--- config.mk ---
export PLATFORM = sky130hd
export DESIGN_NAME = icache_ctrl
export DESIGN_NICKNAME = d
export VERILOG_FILES = /design/src/icache_pkg.sv /design/src/icache_ctrl.sv
export VERILOG_INCLUDE_DIRS = /design/src
export SDC_FILE = /design/constraint.sdc
export NUM_CORES = 1
export LEC_CHECK = 0
export BUFFER_PORTS_ARGS = -buffer_cell sky130_fd_sc_hd__buf_2
export CAP_MARGIN = 0
export CORE_AREA = 2 2 448 450
export CTS_BUF_LIST = sky130_fd_sc_hd__clkbuf_8
export CTS_CLUSTER_DIAMETER = 150
export DETAILED_ROUTE_END_ITERATION = 8
export DIE_AREA = 0 0 450 452
export PLACE_DENSITY_LB_ADDON = 0.15
export SLEW_MARGIN = 5
export SYNTH_ARGS = -nofsm -noshare
export SYNTH_HDL_FRONTEND = slang
export SYNTH_SLANG_ARGS = --single-unit
export TNS_END_PERCENT = 5
--- constraint.sdc ---
create_clock -name clk -period 8.6 [get_ports clk]
set_input_delay 0 -clock clk [delete_from_list [all_inputs] [get_ports clk]]
set_output_delay 0 -clock clk [all_outputs]
set_load 0.01 [all_outputs]
--- src/icache_consts.svh ---
`ifndef ICACHE_CONSTS_SVH
`define ICACHE_CONSTS_SVH

// cache geometry
`define ICACHE_WAYS        4
`define ICACHE_WAY_W       2   // way index width
`define ICACHE_SETS        16
`define ICACHE_SET_W       4
`define ICACHE_LINE_WORDS  4   // also the burst length
`define ICACHE_OFFSET_W    4   // byte offset within a line

// address and data widths
`define ICACHE_PADDR_W     32
`define ICACHE_TAG_W       24
`define ICACHE_WORD_W      32

// read channel
`define ICACHE_LEN_W       4   // beat count minus one

`endif
--- src/icache_pkg.sv ---
`include "icache_consts.svh"

package icache_pkg;

    // fetch request, byte address
    typedef struct packed {
        logic [`ICACHE_PADDR_W-1:0] addr;
    } fetch_req_t;

    // one cache line, word 0 at the lowest address
    typedef struct packed {
        logic [`ICACHE_LINE_WORDS-1:0][`ICACHE_WORD_W-1:0] word;
    } line_t;

    typedef struct packed {
        line_t                      line;
        logic [`ICACHE_PADDR_W-1:0] addr;  // line aligned
    } fetch_rsp_t;

    typedef struct packed {
        logic                     valid;
        logic [`ICACHE_TAG_W-1:0] tag;
    } tag_entry_t;

    // read address channel payload
    typedef struct packed {
        logic [`ICACHE_PADDR_W-1:0] addr;
        logic [`ICACHE_LEN_W-1:0]   len;
    } mem_ar_t;

    // read data channel payload
    typedef struct packed {
        logic [`ICACHE_WORD_W-1:0] data;
        logic                      last;
    } mem_r_t;

endpackage

--- src/icache_ctrl.sv ---
`include "icache_consts.svh"

module icache_ctrl (
    input  logic                        clk,
    input  logic                        rst,
    input  logic                        req_valid,
    input  icache_pkg::fetch_req_t      req,
    output logic                        req_ready,
    output logic                        rsp_valid,
    output icache_pkg::fetch_rsp_t      rsp,
    input  logic                        rsp_ready,
    output logic [`ICACHE_SET_W-1:0]    rd_set,
    input  icache_pkg::tag_entry_t      tags [`ICACHE_WAYS],
    input  icache_pkg::line_t           lines [`ICACHE_WAYS],
    output logic [`ICACHE_WAYS-1:0]     tag_we,
    output logic [`ICACHE_WAYS-1:0]     data_we,
    output logic [`ICACHE_SET_W-1:0]    wr_set,
    output icache_pkg::tag_entry_t      wr_tag,
    output icache_pkg::line_t           wr_line,
    output logic                        refill_start,
    output logic [`ICACHE_PADDR_W-1:0]  refill_addr,
    input  logic                        refill_done,
    input  icache_pkg::line_t           refill_line,
    output logic                        touch,
    output logic [`ICACHE_WAY_W-1:0]    touch_way,
    input  logic [`ICACHE_WAY_W-1:0]    victim
);

    localparam int WAY_W = `ICACHE_WAY_W;

    typedef enum logic [1:0] {
        ST_IDLE,
        ST_LOOKUP,
        ST_REFILL,
        ST_RESPOND
    } state_t;

    state_t                     state;
    icache_pkg::fetch_req_t     req_q;
    logic [WAY_W-1:0]           victim_q;
    logic [`ICACHE_TAG_W-1:0]   req_tag;
    logic [`ICACHE_PADDR_W-1:0] line_addr;
    logic                       hit;
    logic [WAY_W-1:0]           hit_way;
    logic                       fill;

    assign req_tag   = req_q.addr[`ICACHE_PADDR_W-1 -: `ICACHE_TAG_W];
    assign line_addr = {req_q.addr[`ICACHE_PADDR_W-1:`ICACHE_OFFSET_W], {`ICACHE_OFFSET_W{1'b0}}};

    assign req_ready = (state == ST_IDLE);
    assign rsp_valid = (state == ST_RESPOND);

    // the set follows the incoming address while idle so the read lines up with lookup
    assign wr_set = req_q.addr[`ICACHE_OFFSET_W +: `ICACHE_SET_W];
    assign rd_set = (state == ST_IDLE) ? req.addr[`ICACHE_OFFSET_W +: `ICACHE_SET_W] : wr_set;

    always_comb begin
        hit     = 1'b0;
        hit_way = '0;
        for (int w = 0; w < `ICACHE_WAYS; w++) begin
            if (tags[w].valid && tags[w].tag == req_tag) begin
                hit     = 1'b1;
                hit_way = WAY_W'(w);
            end
        end
    end

    assign fill         = (state == ST_REFILL) && refill_done;
    assign tag_we       = fill ? (`ICACHE_WAYS'(1) << victim_q) : '0;
    assign data_we      = tag_we;
    assign wr_tag       = '{valid: 1'b1, tag: req_tag};
    assign wr_line      = refill_line;
    assign refill_start = (state == ST_LOOKUP) && !hit;
    assign refill_addr  = line_addr;
    assign touch        = ((state == ST_LOOKUP) && hit) || fill;
    assign touch_way    = (state == ST_LOOKUP) ? hit_way : victim_q;

    always_ff @(posedge clk or posedge rst) begin
        if (rst) begin
            state <= ST_IDLE;
        end else begin
            case (state)
                ST_IDLE:    if (req_valid) state <= ST_LOOKUP;
                ST_LOOKUP:  state <= hit ? ST_RESPOND : ST_REFILL;
                ST_REFILL:  if (refill_done) state <= ST_RESPOND;
                ST_RESPOND: if (rsp_ready) state <= ST_IDLE;
                default:    state <= ST_IDLE;
            endcase
        end
    end

    always_ff @(posedge clk) begin
        if (state == ST_IDLE && req_valid) req_q <= req;
        if (state == ST_LOOKUP) begin
            victim_q <= victim;  // way to fill on a miss
            rsp      <= '{line: lines[hit_way], addr: line_addr};
        end
        if (fill) rsp <= '{line: refill_line, addr: line_addr};
    end

endmodule

==> results.ini, run 1 <==
[run_status]
run_status = completed

[floorplanning]
die_w_um = 450
io-pin-count = 1146
die_area_um2 = 203000
fp.coreArea_um2 = 199000
die_h_um = 452
placement_rows = 164
start_util_pct = 7.01

[route]
final_antenna_net_count = 0
detailed_route_wl_mm = 154
detailedRoute.firstPassIterationCount = 7
detail_route.wl_per_cell_um = 28.1
detailroute.via_count = 18000
count_of_routing_violations_after_the_opening_detailed_route_iteration = 1153
final_routed_drc_violation_total = 0
via_per_inst = 3.31

[flow_run]
drv_cap = 0

[clocking]
tritoncts_clock_tree = yes
latest_clock_arrival_within_the_worst_skew_pair_ps = 690
cts.repair_timing.setup_buffer_count = 0
count_of_h_tree_levels_built_during_cts = 4
cts_buffers = 17
clk_transition_reported_paths_ps = 150
clock_sink_count = 188
max-clock-path-buffers = 2
clk_root_buffer_cell = sky130_fd_sc_hd__clkbuf_8

[min_path]
holdCritPathClass = input port to register
whs_path_depth = 2

[logic_synthesis]
synth.lib_cells_used.distinct = 34
postSynthRegisterBits = 188
dominantRegCellSynth = sky130_fd_sc_hd__edfxtp_1
synth_edf_count = 186
synth_seq_area_share_pct = 40.5
async_sr_flop_fraction_pct = 1.06
syn_inst = 1462
mapped_area_um2 = 13900
avgSynthCellArea_um2 = 9.53
yosysWarningCount = 0

[power]
comb_power_share_pct = 51.0
design_power_total_mw = 5.22
highest_ir_drop_seen_on_vdd_uv = 273
clock_power_share_pct = 14.9
switching_share_pct = 47.4
p_sw_mw = 2.47
p_int_mw = 2.75
cellLeakagePower_nw = 10.5
seq_power_share_pct = 34.1
pwr_density_cell_nw_per_um2 = 199

[worst_setup_path]
critical_path_class = register to register
worstRegToRegCells = 9
arrival_ps = 5490
critical_path.startpoint_type = register
crit_required_ps = 9040
cp_max_fo = 53
setup.worst_path.end_class = register

[timing]
maxSlewViolCount = 0
tightestPinTransition_ps = 1160
final.period_utilization_pct = 58.6
final_critical_path_setup_slack_ps = 3560
hold_viol_final = 0
final_period_minus_worst_setup_slack_ps = 5040
finalSetupViolCount = 0
accumulated_negative_setup_slack_ps = 0
finClkSkew_ps = 25.5
rsz_0062_raised_after_global_routing = no
fmaxAchievable_mhz = 198
rel_slew_slack_pct = 22.0

[cells_and_area]
fin_util_pct = 13.2
post_route_cells_drive_above_1_share_pct = 43.7
layout.nets = 3550
finalNonFillerCells = 5456
area.growth.synth_to_final_pct = 88.0

[global_route]
grt_max_degree = 82
grt_pass1_vias = 18300
first_pass_grt_wire_length_mm = 192
grt_overflow = 0
grt_antenna_before_repair = 59
gr-usage-all-layers_pct = 14.5

[placement]
place_hpwl_mm = 125
buffer_ports.inserted = 1132
numPlacedInstances = 4973
dp_worst_setup_slack_ps = 3910
gp_routability_congestion = 0.893

==> critical path: stages, from the launching register on <==
cell and delay [ps]:
sky130_fd_sc_hd__edfxtp_1 770, sky130_fd_sc_hd__xnor2_1 180, sky130_fd_sc_hd__nand4_1 160, sky130_fd_sc_hd__nor4_2 660, sky130_fd_sc_hd__buf_4 470, sky130_fd_sc_hd__buf_4 610
sky130_fd_sc_hd__a21boi_0 200, sky130_fd_sc_hd__a211oi_1 860, sky130_fd_sc_hd__o31ai_1 150, sky130_fd_sc_hd__dlygate4sd3_1 590
==> sequential cells by signal, indices dropped and copies added, names as in the netlist <==
signal and count:
req_q 28, rsp 156, state 2, victim_q 2
==> cell families after synthesis <==
logic type / synth area share, %
adders and majority gates: 0.359
and+or+nand+nor: 12.0
buffers and inverters: 14.0
other: 0.0539
muxes: 0.323
AOI/OAI and AO/OA: 26.8
xor gates and xnor gates: 6.04
DFF: 40.5
==> synthesized netlist by cell type (3+ instances only) <==
cell                       instances  share of area [%]
sky130_fd_sc_hd__a211oi_1        128                6.9
sky130_fd_sc_hd__a21boi_0        128                6.9
sky130_fd_sc_hd__a21oi_1           3               0.11
sky130_fd_sc_hd__a31oi_1         128                5.7
sky130_fd_sc_hd__and2_1            5               0.22
sky130_fd_sc_hd__and3_1          128                5.7
sky130_fd_sc_hd__buf_1             9               0.24
sky130_fd_sc_hd__buf_2            28                1.0
sky130_fd_sc_hd__buf_4           183                9.9
sky130_fd_sc_hd__clkbuf_1         98                2.6
sky130_fd_sc_hd__edfxtp_1        186                 40
sky130_fd_sc_hd__ha_1              4               0.36
sky130_fd_sc_hd__inv_1             7               0.19
sky130_fd_sc_hd__mux2_2            4               0.32
sky130_fd_sc_hd__nand2_1          10               0.27
sky130_fd_sc_hd__nand3_1           5               0.18
sky130_fd_sc_hd__nand4_1          19               0.85
sky130_fd_sc_hd__nor2_1          132                3.6
sky130_fd_sc_hd__nor3_1            5               0.18
sky130_fd_sc_hd__nor4_1            9               0.40
sky130_fd_sc_hd__o21ai_0           3               0.11
sky130_fd_sc_hd__o31ai_1         129                7.0
sky130_fd_sc_hd__xnor2_1          77                4.8
sky130_fd_sc_hd__xor2_1           19                1.2
==> final timing paths <==
| path | start | to | slack [ps] |
|---|---|---|---|
| max | req_q[13] | rsp[140] | 3560 |
| min | victim[0] | victim_q[0] | 190 |
| max reg2reg | req_q[13] | rsp[140] | 3560 |
| min reg2reg | req_q[7] | rsp[7] | 530 |
| max in group asynchronous | rst | state[0] | 8260 |
| min in group asynchronous | rst | state[1] | 230 |
==> layer usage <==
metal / up-vias / global-route usage [%] / share of wire, %
met5: - / 0 / 0
met4: 0 / 2.15 / 1.2
met3: 104 / 4.10 / 6.7
met2: 748 / 25.7 / 51
met1: 9150 / 17.6 / 41
li1: 8033 / - / -
==> cells in the final DEF, fill, tap and decap left out, drive strengths merged <==
| master | netlist | routed |
|---|---|---|
| dlygate4sd3 | 0 | 431 |
| conb | 2 | 9 |
| ha | 4 | 4 |
| clkbuf | 99 | 17 |
| o31ai | 129 | 129 |
| a21oi | 3 | 3 |
| or3 | 1 | 1 |
| a222oi | 1 | 1 |
| nand2 | 10 | 10 |
| and2 | 5 | 5 |
| and4 | 2 | 2 |
| a21boi | 128 | 128 |
| xnor2 | 77 | 77 |
| diode | 0 | 20 |
| mux2 | 4 | 4 |
| nor2 | 132 | 132 |
| nand2b | 1 | 1 |
| nor3b | 2 | 2 |
| inv | 7 | 15 |
| or3b | 2 | 2 |
| a211oi | 128 | 128 |
| edfxtp | 186 | 186 |
| buf | 220 | 1167 |
| nand3 | 5 | 5 |
| nand4 | 19 | 19 |
| and3 | 128 | 128 |
| o21ai | 3 | 3 |
| clkinv | 0 | 5 |
| a31oi | 128 | 128 |
| clkinvlp | 0 | 2 |
| nor4 | 10 | 10 |
| nor3 | 5 | 5 |
| xor2 | 19 | 19 |
| dfrtp | 2 | 2 |
==> repair_timing <==
| item | in CTS | in global routing |
|---|---|---|
| resized for setup | 0 | 0 |
| endpoints found under the hold margin | 162 | 0 |
| hold buffers | 431 | 0 |
==> area by class of cell <==
| cell class | instances | area, um2 |
|---|---|---|
| clock buffers | 17 | 234 |
| well taps | 2656 | 3320 |
| clock inverters | 15 | 199 |
| multi-input cells | 955 | 6440 |
| fillers | 23200 | 172000 |
| flip-flops and latches | 188 | 5640 |
| inverters | 7 | 26.3 |
| repair buffers | 1598 | 10300 |
| diodes | 20 | 50.0 |
==> power groups by stage <==
stage	Clock [mW]	Combinational (mW)	Sequential (mW)
5_1_grt	0.872	2.86	1.82
3_3_place_gp	0	2.41	1.82
4_1_cts	0.865	2.76	1.80
2_1_floorplan	0	0.764	1.93
3_5_place_dp	0	2.39	1.81
6_report	0.778	2.67	1.78
==> per-stage QoR <==
step	area (um2)	hold slack (ps)
finish	26200	191
global route	26200	73.7
CTS	26100	26.9
detailed placement	21400	-144
global placement	21400	-143
floorplan	14000	-259
Power figures use the tool's default switching activity.
==> run 2: changes to the inputs <==
Settings changed: ABC_AREA from default to 1, CORE_AREA 2 2 448 450 to 2 2 449 451, DIE_AREA 0 0 450 452 to 0 0 451 453.
Clock period 8.6 ns to 4.5 ns, I/O delays scaled along.
==> run 2 against run 1 <==
Against the previous run: clock-buffer cell count did not move; worst hold slack improved by 22 ps; clock skew grew 11 ps; via count is 29% higher; largest cell class unchanged; highest routed layer is now met5.
==> results.ini, run 2 <==
[logic_synthesis]
dominantRegCellSynth = sky130_fd_sc_hd__edfxtp_1  ; unchanged
avgSynthCellArea_um2 = 5.89  ; was 9.53 um2
async_sr_flop_fraction_pct = 1.06  ; unchanged
syn_inst = 3154  ; was 1462
synth.top_cell.area_share_pct = 30.1  ; was 40.1%
synth.lib_cells_used.distinct = 30  ; was 34
postSynthRegisterBits = 188  ; unchanged
synth_edf_count = 186  ; unchanged
ys_top_cells_by_count = sky130_fd_sc_hd__nand2_1 (1079), sky130_fd_sc_hd__inv_1 (670), sky130_fd_sc_hd__nor2_1 (335)  ; was sky130_fd_sc_hd__edfxtp_1 (186), sky130_fd_sc_hd__buf_4 (183), sky130_fd_sc_hd__nor2_1 (132)
synthMostInstantiatedCell = sky130_fd_sc_hd__nand2_1  ; was sky130_fd_sc_hd__edfxtp_1
mapped_area_um2 = 18600  ; was 13900 um2
yosysWarningCount = 0  ; unchanged
synth_area_leader = sky130_fd_sc_hd__edfxtp_1  ; unchanged
ys_top_cells_by_area = sky130_fd_sc_hd__edfxtp_1 (30%), sky130_fd_sc_hd__nand2_1 (22%), sky130_fd_sc_hd__inv_1 (14%)  ; was sky130_fd_sc_hd__edfxtp_1 (40%), sky130_fd_sc_hd__buf_4 (9.9%), sky130_fd_sc_hd__o31ai_1 (7.0%)
synth_seq_area_share_pct = 30.3  ; was 40.5%

[timing]
tightestPinTransition_ps = 1240  ; was 1160 ps
fmaxAchievable_mhz = 231  ; was 198 MHz
finClkSkew_ps = 36.9  ; was 25.5 ps
hold_viol_final = 0  ; unchanged
finalSetupViolCount = 0  ; unchanged
rsz_0062_raised_after_global_routing = yes  ; was no
final_period_minus_worst_setup_slack_ps = 4330  ; was 5040 ps
accumulated_negative_setup_slack_ps = 0  ; unchanged
rel_slew_slack_pct = 16.9  ; was 22.0%
maxSlewViolCount = 0  ; unchanged
final_critical_path_setup_slack_ps = 171  ; was 3560 ps
finalHoldWorstSlack_ps = 213  ; was 191 ps
final.period_utilization_pct = 96.2  ; was 58.6%

[route]
dr_wl_met2_mm = 71.2  ; was 77.9 mm
detailed_route_wl_mm = 148  ; was 154 mm
detailroute.via_count = 23300  ; was 18000
detail_route.wl_per_cell_um = 20.7  ; was 28.1 um
wl_met3_mm = 10.6  ; was 10.3 mm
maxUsedRoutingLayer = met5  ; was met4
final_antenna_net_count = 0  ; unchanged
final_routed_drc_violation_total = 0  ; unchanged
detailedRoute.firstPassIterationCount = 5  ; was 7
via_per_inst = 3.26  ; was 3.31
met1_length_mm = 62.3  ; was 63.6 mm
count_of_routing_violations_after_the_opening_detailed_route_iteration = 1251  ; was 1153

[worst_setup_path]
critical_path.startpoint_type = register  ; unchanged
crit_required_ps = 4950  ; was 9040 ps
worstRegToRegCells = 18  ; was 9
critical_path_class = register to register  ; unchanged
crit_path_top_delay_cell = sky130_fd_sc_hd__edfxtp_1  ; was sky130_fd_sc_hd__a211oi_1
worst_r2r_startpoint = req_q[20]  ; was req_q[13]
crit_path_max_incr_delay_ps = 780  ; was 860 ps
crit_path_cell_trace = inv_1 > nand2_1 > nand2_1 > inv_1 > nand2_1 > nor2_1 > nand2_1 > nor2_1 > nand2_1 > nand2_8 > buf_12 > nor2_1 > nand2_1 > dlygate4sd3_1 > nand3_1 > nand2_1 > dlygate4sd3_1 > inv_1  ; was xnor2_1 > nand4_1 > nor4_2 > buf_4 > buf_4 > a21boi_0 > a211oi_1 > o31ai_1 > dlygate4sd3_1
r2r-end = rsp[51]  ; was rsp[140]
cp.buffers_inverters = 6  ; was 3
cp_max_fo = 48  ; was 53
setup.worst_path.end_class = register  ; unchanged
crit_path_frequent_cell = sky130_fd_sc_hd__nand2_1  ; was sky130_fd_sc_hd__buf_4
arrival_ps = 4780  ; was 5490 ps
setup.reg_to_reg.worst_slack_ps = 170  ; was 3560 ps
cp_top_family = buffers and inverters  ; unchanged

[run_status]
run_status = completed  ; unchanged

[clocking]
count_of_h_tree_levels_built_during_cts = 4  ; unchanged
latest_clock_arrival_within_the_worst_skew_pair_ps = 720  ; was 690 ps
cts_buffers = 17  ; unchanged
clock_sink_count = 188  ; unchanged
clk_root_buffer_cell = sky130_fd_sc_hd__clkbuf_8  ; unchanged
clk_transition_reported_paths_ps = 150  ; about the same
max-clock-path-buffers = 2  ; unchanged
tritoncts_clock_tree = yes  ; unchanged

[cells_and_area]
final_common_cell = sky130_fd_sc_hd__buf_2  ; unchanged
register_containing_the_most_flip_flops_in_the_final_layout = rsp  ; unchanged
area.growth.synth_to_final_pct = 63.3  ; was 88.0%
mostFrequentLayoutCells = sky130_fd_sc_hd__buf_2 (1132), sky130_fd_sc_hd__nand2_1 (1075), sky130_fd_sc_hd__inv_1 (668)  ; was sky130_fd_sc_hd__buf_2 (1131), sky130_fd_sc_hd__dlygate4sd3_1 (431), sky130_fd_sc_hd__edfxtp_1 (186)
post_route_cells_drive_above_1_share_pct = 31.0  ; was 43.7%
layout.nets = 5211  ; was 3550
largest_register_ff_count = 156  ; unchanged
filler_cell_count = 23600  ; was 23200
layout_top_registers = rsp: 156 flops, req_q: 28 flops  ; unchanged
finalNonFillerCells = 7124  ; was 5456

[min_path]
whs_path_depth = 4  ; was 2
holdPathEnd = req_q[8]  ; was victim_q[0]
holdCritPathClass = input port to register  ; unchanged
source_of_the_worst_hold_timing_path = req_valid  ; was victim[0]

[global_route]
first_pass_grt_wire_length_mm = 191  ; was 192 mm
grt_antenna_before_repair = 91  ; was 59
gr-usage-all-layers_pct = 13.9  ; was 14.5%
grt_pass1_vias = 22500  ; was 18300
grt_overflow = 0  ; unchanged
grt_max_degree = 91  ; was 82

[floorplanning]
die_w_um = 451  ; was 450 um
fp.coreArea_um2 = 199000  ; about the same
placement_rows = 164  ; unchanged
io-pin-count = 1146  ; unchanged
start_util_pct = 9.32  ; was 7.01%
die_h_um = 453  ; was 452 um
die_area_um2 = 204000  ; was 203000 um2

[power]
cellLeakagePower_nw = 16.3  ; was 10.5 nW
pwr_density_cell_nw_per_um2 = 312  ; was 199 nW/um2
highest_ir_drop_seen_on_vdd_uv = 251  ; was 273 uV

[placement]
dp_worst_setup_slack_ps = 959  ; was 3910 ps
numPlacedInstances = 6713  ; was 4973
buffer_ports.inserted = 1132  ; unchanged
gp_routability_congestion = 0.894  ; was 0.893
place_hpwl_mm = 124  ; was 125 mm

[flow_run]
drv_cap = 0  ; unchanged

==> run 2: repair_timing <==
item                       CTS  global route
setup buffers                0             3
setup endpoints to repair    0             6
resized for setup            0             1
hold buffers               349             0
hold endpoints to repair   190             0
==> run 2: logic make-up after synthesis <==
group                      count (synthesis)  synth area share, %
buffers and inverters                   1072                 26.4
xor gates and xnor gates                  26                 1.23
other                                      2               0.0404
DFF                                      188                 30.3
and+or+nand+nor                         1835                 40.9
adders and majority gates                  4                0.269
AOI/OAI and AO/OA                         27                0.788
==> run 2: tightest hold or removal path, cell delays in order <==
cell and delay [ps]:
sky130_fd_sc_hd__dlygate4sd3_1 570, sky130_fd_sc_hd__buf_2 130, sky130_fd_sc_hd__nand2_1 50, sky130_fd_sc_hd__clkinv_1 60
==> run 2: layout make-up <==
| type | count | area (um2) | area share (%) |
|---|---|---|---|
| Timing Repair Buffer | 1547 | 9890 | 32.6 |
| Multi-Input combinational cell | 1901 | 8140 | 26.8 |
| Sequential cell | 188 | 5640 | 18.6 |
| Tap cell | 2656 | 3320 | 11.0 |
| Inverter | 773 | 2910 | 9.57 |
| Clock buffer | 17 | 234 | 0.771 |
| Clock inverter | 15 | 150 | 0.495 |
| Antenna cell | 27 | 67.6 | 0.223 |
==> run 2: per-layer routing <==
layer  up-vias  GRT usage (%)
li1      11500              -
met1     10800           17.0
met2       798           23.2
met3       156           4.18
met4        16           4.20
met5         -              0
==> run 2: where the power goes <==
group / total (mW) / leakage, nW / internal [mW] / switching (mW)
clock: 1.42 / 0.199 / 0.412 / 1.01
sequential: 3.29 / 1.78 / 2.89 / 0.403
combinational: 4.76 / 14.4 / 1.84 / 2.93
==> run 2: metrics by stage <==
| stage | util (%) | instance area [um2] | power, mW |
|---|---|---|---|
| 2_1_floorplan | - | 18600 | 5.19 |
| 3_3_place_gp | 13.2 | 26400 | 7.71 |
| 3_5_place_dp | 13.2 | 26400 | 7.69 |
| 4_1_cts | 15.2 | 30300 | 9.79 |
| 5_1_grt | 15.2 | 30300 | 10.2 |
| 6_report | 15.2 | 30300 | 9.48 |
==> run 2: how the worst max path moves through the flow <==
stage	from	endpoint	slack, ps	cells past startpoint
after floorplan	state[0]	rsp[100]	790	6
after CTS	req_q[31]	rsp[51]	30	15
after global routing	req_q[20]	rsp[32]	-110	19
after global placement	req_q[31]	rsp[104]	960	12
final	req_q[20]	rsp[51]	170	18
after detailed placement	req_q[31]	rsp[104]	960	12
==> run 3: changes to the inputs <==
Settings changed: RECOVER_POWER from default to 100.
==> run 3 against run 2 <==
Against the previous run: clock-buffer cell count is the same; worst hold slack got worse by 2.7 ps; wire length about the same; final cell count hardly changed; final area decreased by 0.66%; total power fell by 0.36%; non-clock buffer count unchanged; worst setup slack improved by 27 ps; sequential power barely moved; largest cell class unchanged; largest power group unchanged.
==> results.ini, run 3 (synthesis results as in run 2) <==
[run_status]
run_status = completed  ; unchanged

[worst_setup_path]
worst_r2r_startpoint = req_q[30]  ; was req_q[20]
setup.worst_path.end_class = register  ; unchanged
crit_path_max_incr_delay_ps = 680  ; was 780 ps
setup.reg_to_reg.worst_slack_ps = 200  ; was 170 ps
crit_path_frequent_cell = sky130_fd_sc_hd__nand2_1  ; unchanged
critical_path_class = register to register  ; unchanged
crit_required_ps = 4960  ; was 4950 ps
cp_max_fo = 16  ; was 48
crit_path_top_delay_cell = sky130_fd_sc_hd__clkbuf_1  ; was sky130_fd_sc_hd__edfxtp_1
crit_path_cell_trace = clkbuf_1 > xnor2_1 > nand3b_1 > nor2_1 > nand2_1 > nand2_1 > nand2_4 > buf_4 > nand2_1 > nand2_1 > dlygate4sd3_1 > nand3_1 > nand2_1 > dlygate4sd3_1 > inv_1  ; was inv_1 > nand2_1 > nand2_1 > inv_1 > nand2_1 > nor2_1 > nand2_1 > nor2_1 > nand2_1 > nand2_8 > buf_12 > nor2_1 > nand2_1 > dlygate4sd3_1 > nand3_1 > nand2_1 > dlygate4sd3_1 > inv_1
startpoint = req_q[30]  ; was req_q[20]
critical_path.startpoint_type = register  ; unchanged
arrival_ps = 4760  ; was 4780 ps

[cells_and_area]
finalNonFillerCells = 7125  ; was 7124
area.growth.synth_to_final_pct = 62.3  ; was 63.3%
regArea_um2 = 5640  ; unchanged
fin_area_um2 = 30100  ; was 30300 um2
multiInputGateArea_um2 = 8140  ; unchanged
register_containing_the_most_flip_flops_in_the_final_layout = rsp  ; unchanged
final_common_cell = sky130_fd_sc_hd__nand2_1  ; was sky130_fd_sc_hd__buf_2
post_route_cells_drive_above_1_share_pct = 27.9  ; was 31.0%
largest_register_ff_count = 156  ; unchanged
layout_top_registers = rsp: 156 flops, req_q: 28 flops  ; unchanged
mostFrequentLayoutCells = sky130_fd_sc_hd__nand2_1 (1075), sky130_fd_sc_hd__buf_2 (1003), sky130_fd_sc_hd__inv_1 (668)  ; was sky130_fd_sc_hd__buf_2 (1132), sky130_fd_sc_hd__nand2_1 (1075), sky130_fd_sc_hd__inv_1 (668)
layout.nets = 5211  ; unchanged
filler_cell_count = 23700  ; was 23600

[timing]
hold_viol_final = 0  ; unchanged
final.period_utilization_pct = 95.6  ; was 96.2%
fmaxAchievable_mhz = 232  ; was 231 MHz
rsz_0062_raised_after_global_routing = yes  ; unchanged
tightestPinTransition_ps = 1080  ; was 1240 ps
rel_slew_slack_pct = 27.6  ; was 16.9%
finClkSkew_ps = 38.8  ; was 36.9 ps
final_period_minus_worst_setup_slack_ps = 4300  ; was 4330 ps
finalHoldWorstSlack_ps = 210  ; was 213 ps
maxSlewViolCount = 0  ; unchanged
finalSetupViolCount = 0  ; unchanged

[power]
highest_ir_drop_seen_on_vdd_uv = 253  ; was 251 uV
pwr_density_cell_nw_per_um2 = 313  ; was 312 nW/um2
cellLeakagePower_nw = 15.9  ; was 16.3 nW
design_power_total_mw = 9.45  ; was 9.48 mW

[clocking]
clock_sink_count = 188  ; unchanged
clk_transition_reported_paths_ps = 150  ; about the same
max-clock-path-buffers = 2  ; unchanged
clk_root_buffer_cell = sky130_fd_sc_hd__clkbuf_8  ; unchanged
count_of_h_tree_levels_built_during_cts = 4  ; unchanged
latest_clock_arrival_within_the_worst_skew_pair_ps = 720  ; about the same
tritoncts_clock_tree = yes  ; unchanged
cts_buffers = 17  ; unchanged

[route]
detailed_route_wl_mm = 148  ; about the same
final_antenna_net_count = 0  ; unchanged
final_routed_drc_violation_total = 0  ; unchanged
detail_route.wl_per_cell_um = 20.7  ; about the same
detailedRoute.firstPassIterationCount = 5  ; unchanged
detailroute.via_count = 23300  ; about the same
via_per_inst = 3.27  ; was 3.26
count_of_routing_violations_after_the_opening_detailed_route_iteration = 1294  ; was 1251

[floorplanning]
die_area_um2 = 204000  ; unchanged
placement_rows = 164  ; unchanged
fp.coreArea_um2 = 199000  ; unchanged
start_util_pct = 9.32  ; unchanged
io-pin-count = 1146  ; unchanged
die_w_um = 451  ; unchanged
die_h_um = 453  ; unchanged

[min_path]
holdCritPathClass = input port to register  ; unchanged
source_of_the_worst_hold_timing_path = req_valid  ; unchanged

[global_route]
grt_overflow = 0  ; unchanged
grt_pass1_vias = 22500  ; unchanged
first_pass_grt_wire_length_mm = 191  ; unchanged
grt_max_degree = 91  ; unchanged
grt_antenna_before_repair = 90  ; was 91
gr-usage-all-layers_pct = 13.9  ; unchanged

[placement]
placement.cell_area_um2 = 26400  ; unchanged
numPlacedInstances = 6713  ; unchanged
buffer_ports.inserted = 1132  ; unchanged
gp_routability_congestion = 0.894  ; unchanged
place_hpwl_mm = 124  ; unchanged

[flow_run]
drv_cap = 0  ; unchanged

[run 3: cell count changes in the layout (fill, tap and decap cells not counted)]
cell / delta
sky130_fd_sc_hd__clkbuf_1: +139
sky130_fd_sc_hd__clkbuf_2: +1
sky130_fd_sc_hd__buf_4: -11
sky130_fd_sc_hd__buf_2: -129
sky130_fd_sc_hd__diode_2: +1
[run 3: where the power goes]
group,internal (mW),switching (mW),total [mW],leakage (nW)
Sequential,2.89,0.404,3.29,1.78
Clock,0.412,1.00,1.42,0.199
Combinational,1.81,2.93,4.73,14.0
[run 3: metal layers]
layer | global-route usage, % | part of all wire, % | routed length (um) | vias up
met5 | 0 | 0.070 | 103 | -
met4 | 4.20 | 2.3 | 3450 | 16
met3 | 4.18 | 7.2 | 10700 | 150
met2 | 23.2 | 48 | 71400 | 787
met1 | 17.0 | 42 | 62100 | 10800
li1 | - | - | - | 11500
[run 3: final timing paths]
path	end	cells after the start
max	rsp[51]	15
min	req_q[8]	4
max reg2reg	rsp[51]	15
min reg2reg	rsp[7]	0
max in group asynchronous	state[1]	4
min in group asynchronous	state[0]	4
[run 3: critical path: cells and delay by family (launching register included)]
kind,cells,cell delay [ps]
simple gates,9,1230
flops,1,430
buf+inv,5,2100
xor+xnor,1,220
[run 3: stage by stage]
stage	setup WS [ps]	utilization, %	TNS, ps
finish	198	15.1	0
global route	-108	15.1	-219
CTS	25.9	15.2	0
detailed placement	959	13.2	0
global placement	955	13.2	0
floorplan	791	-	0
[run 3: repair_timing]
action                                 in CTS  in global routing
setup endpoints to repair                   0                  6
endpoints found under the hold margin     190                  0
resized for setup                           0                  1
setup buffers                               0                  3
hold buffers                              349                  0
[run 3: area by class of cell]
cell class | instances | area share [%]
timing repair buffer | 1547 | 32.1
inverter | 773 | 9.64
antenna | 28 | 0.232
sequential | 188 | 18.7
clock buffer | 17 | 0.776
tap | 2656 | 11.0
clock inverter | 15 | 0.498
multi-input combinational | 1901 | 27.0
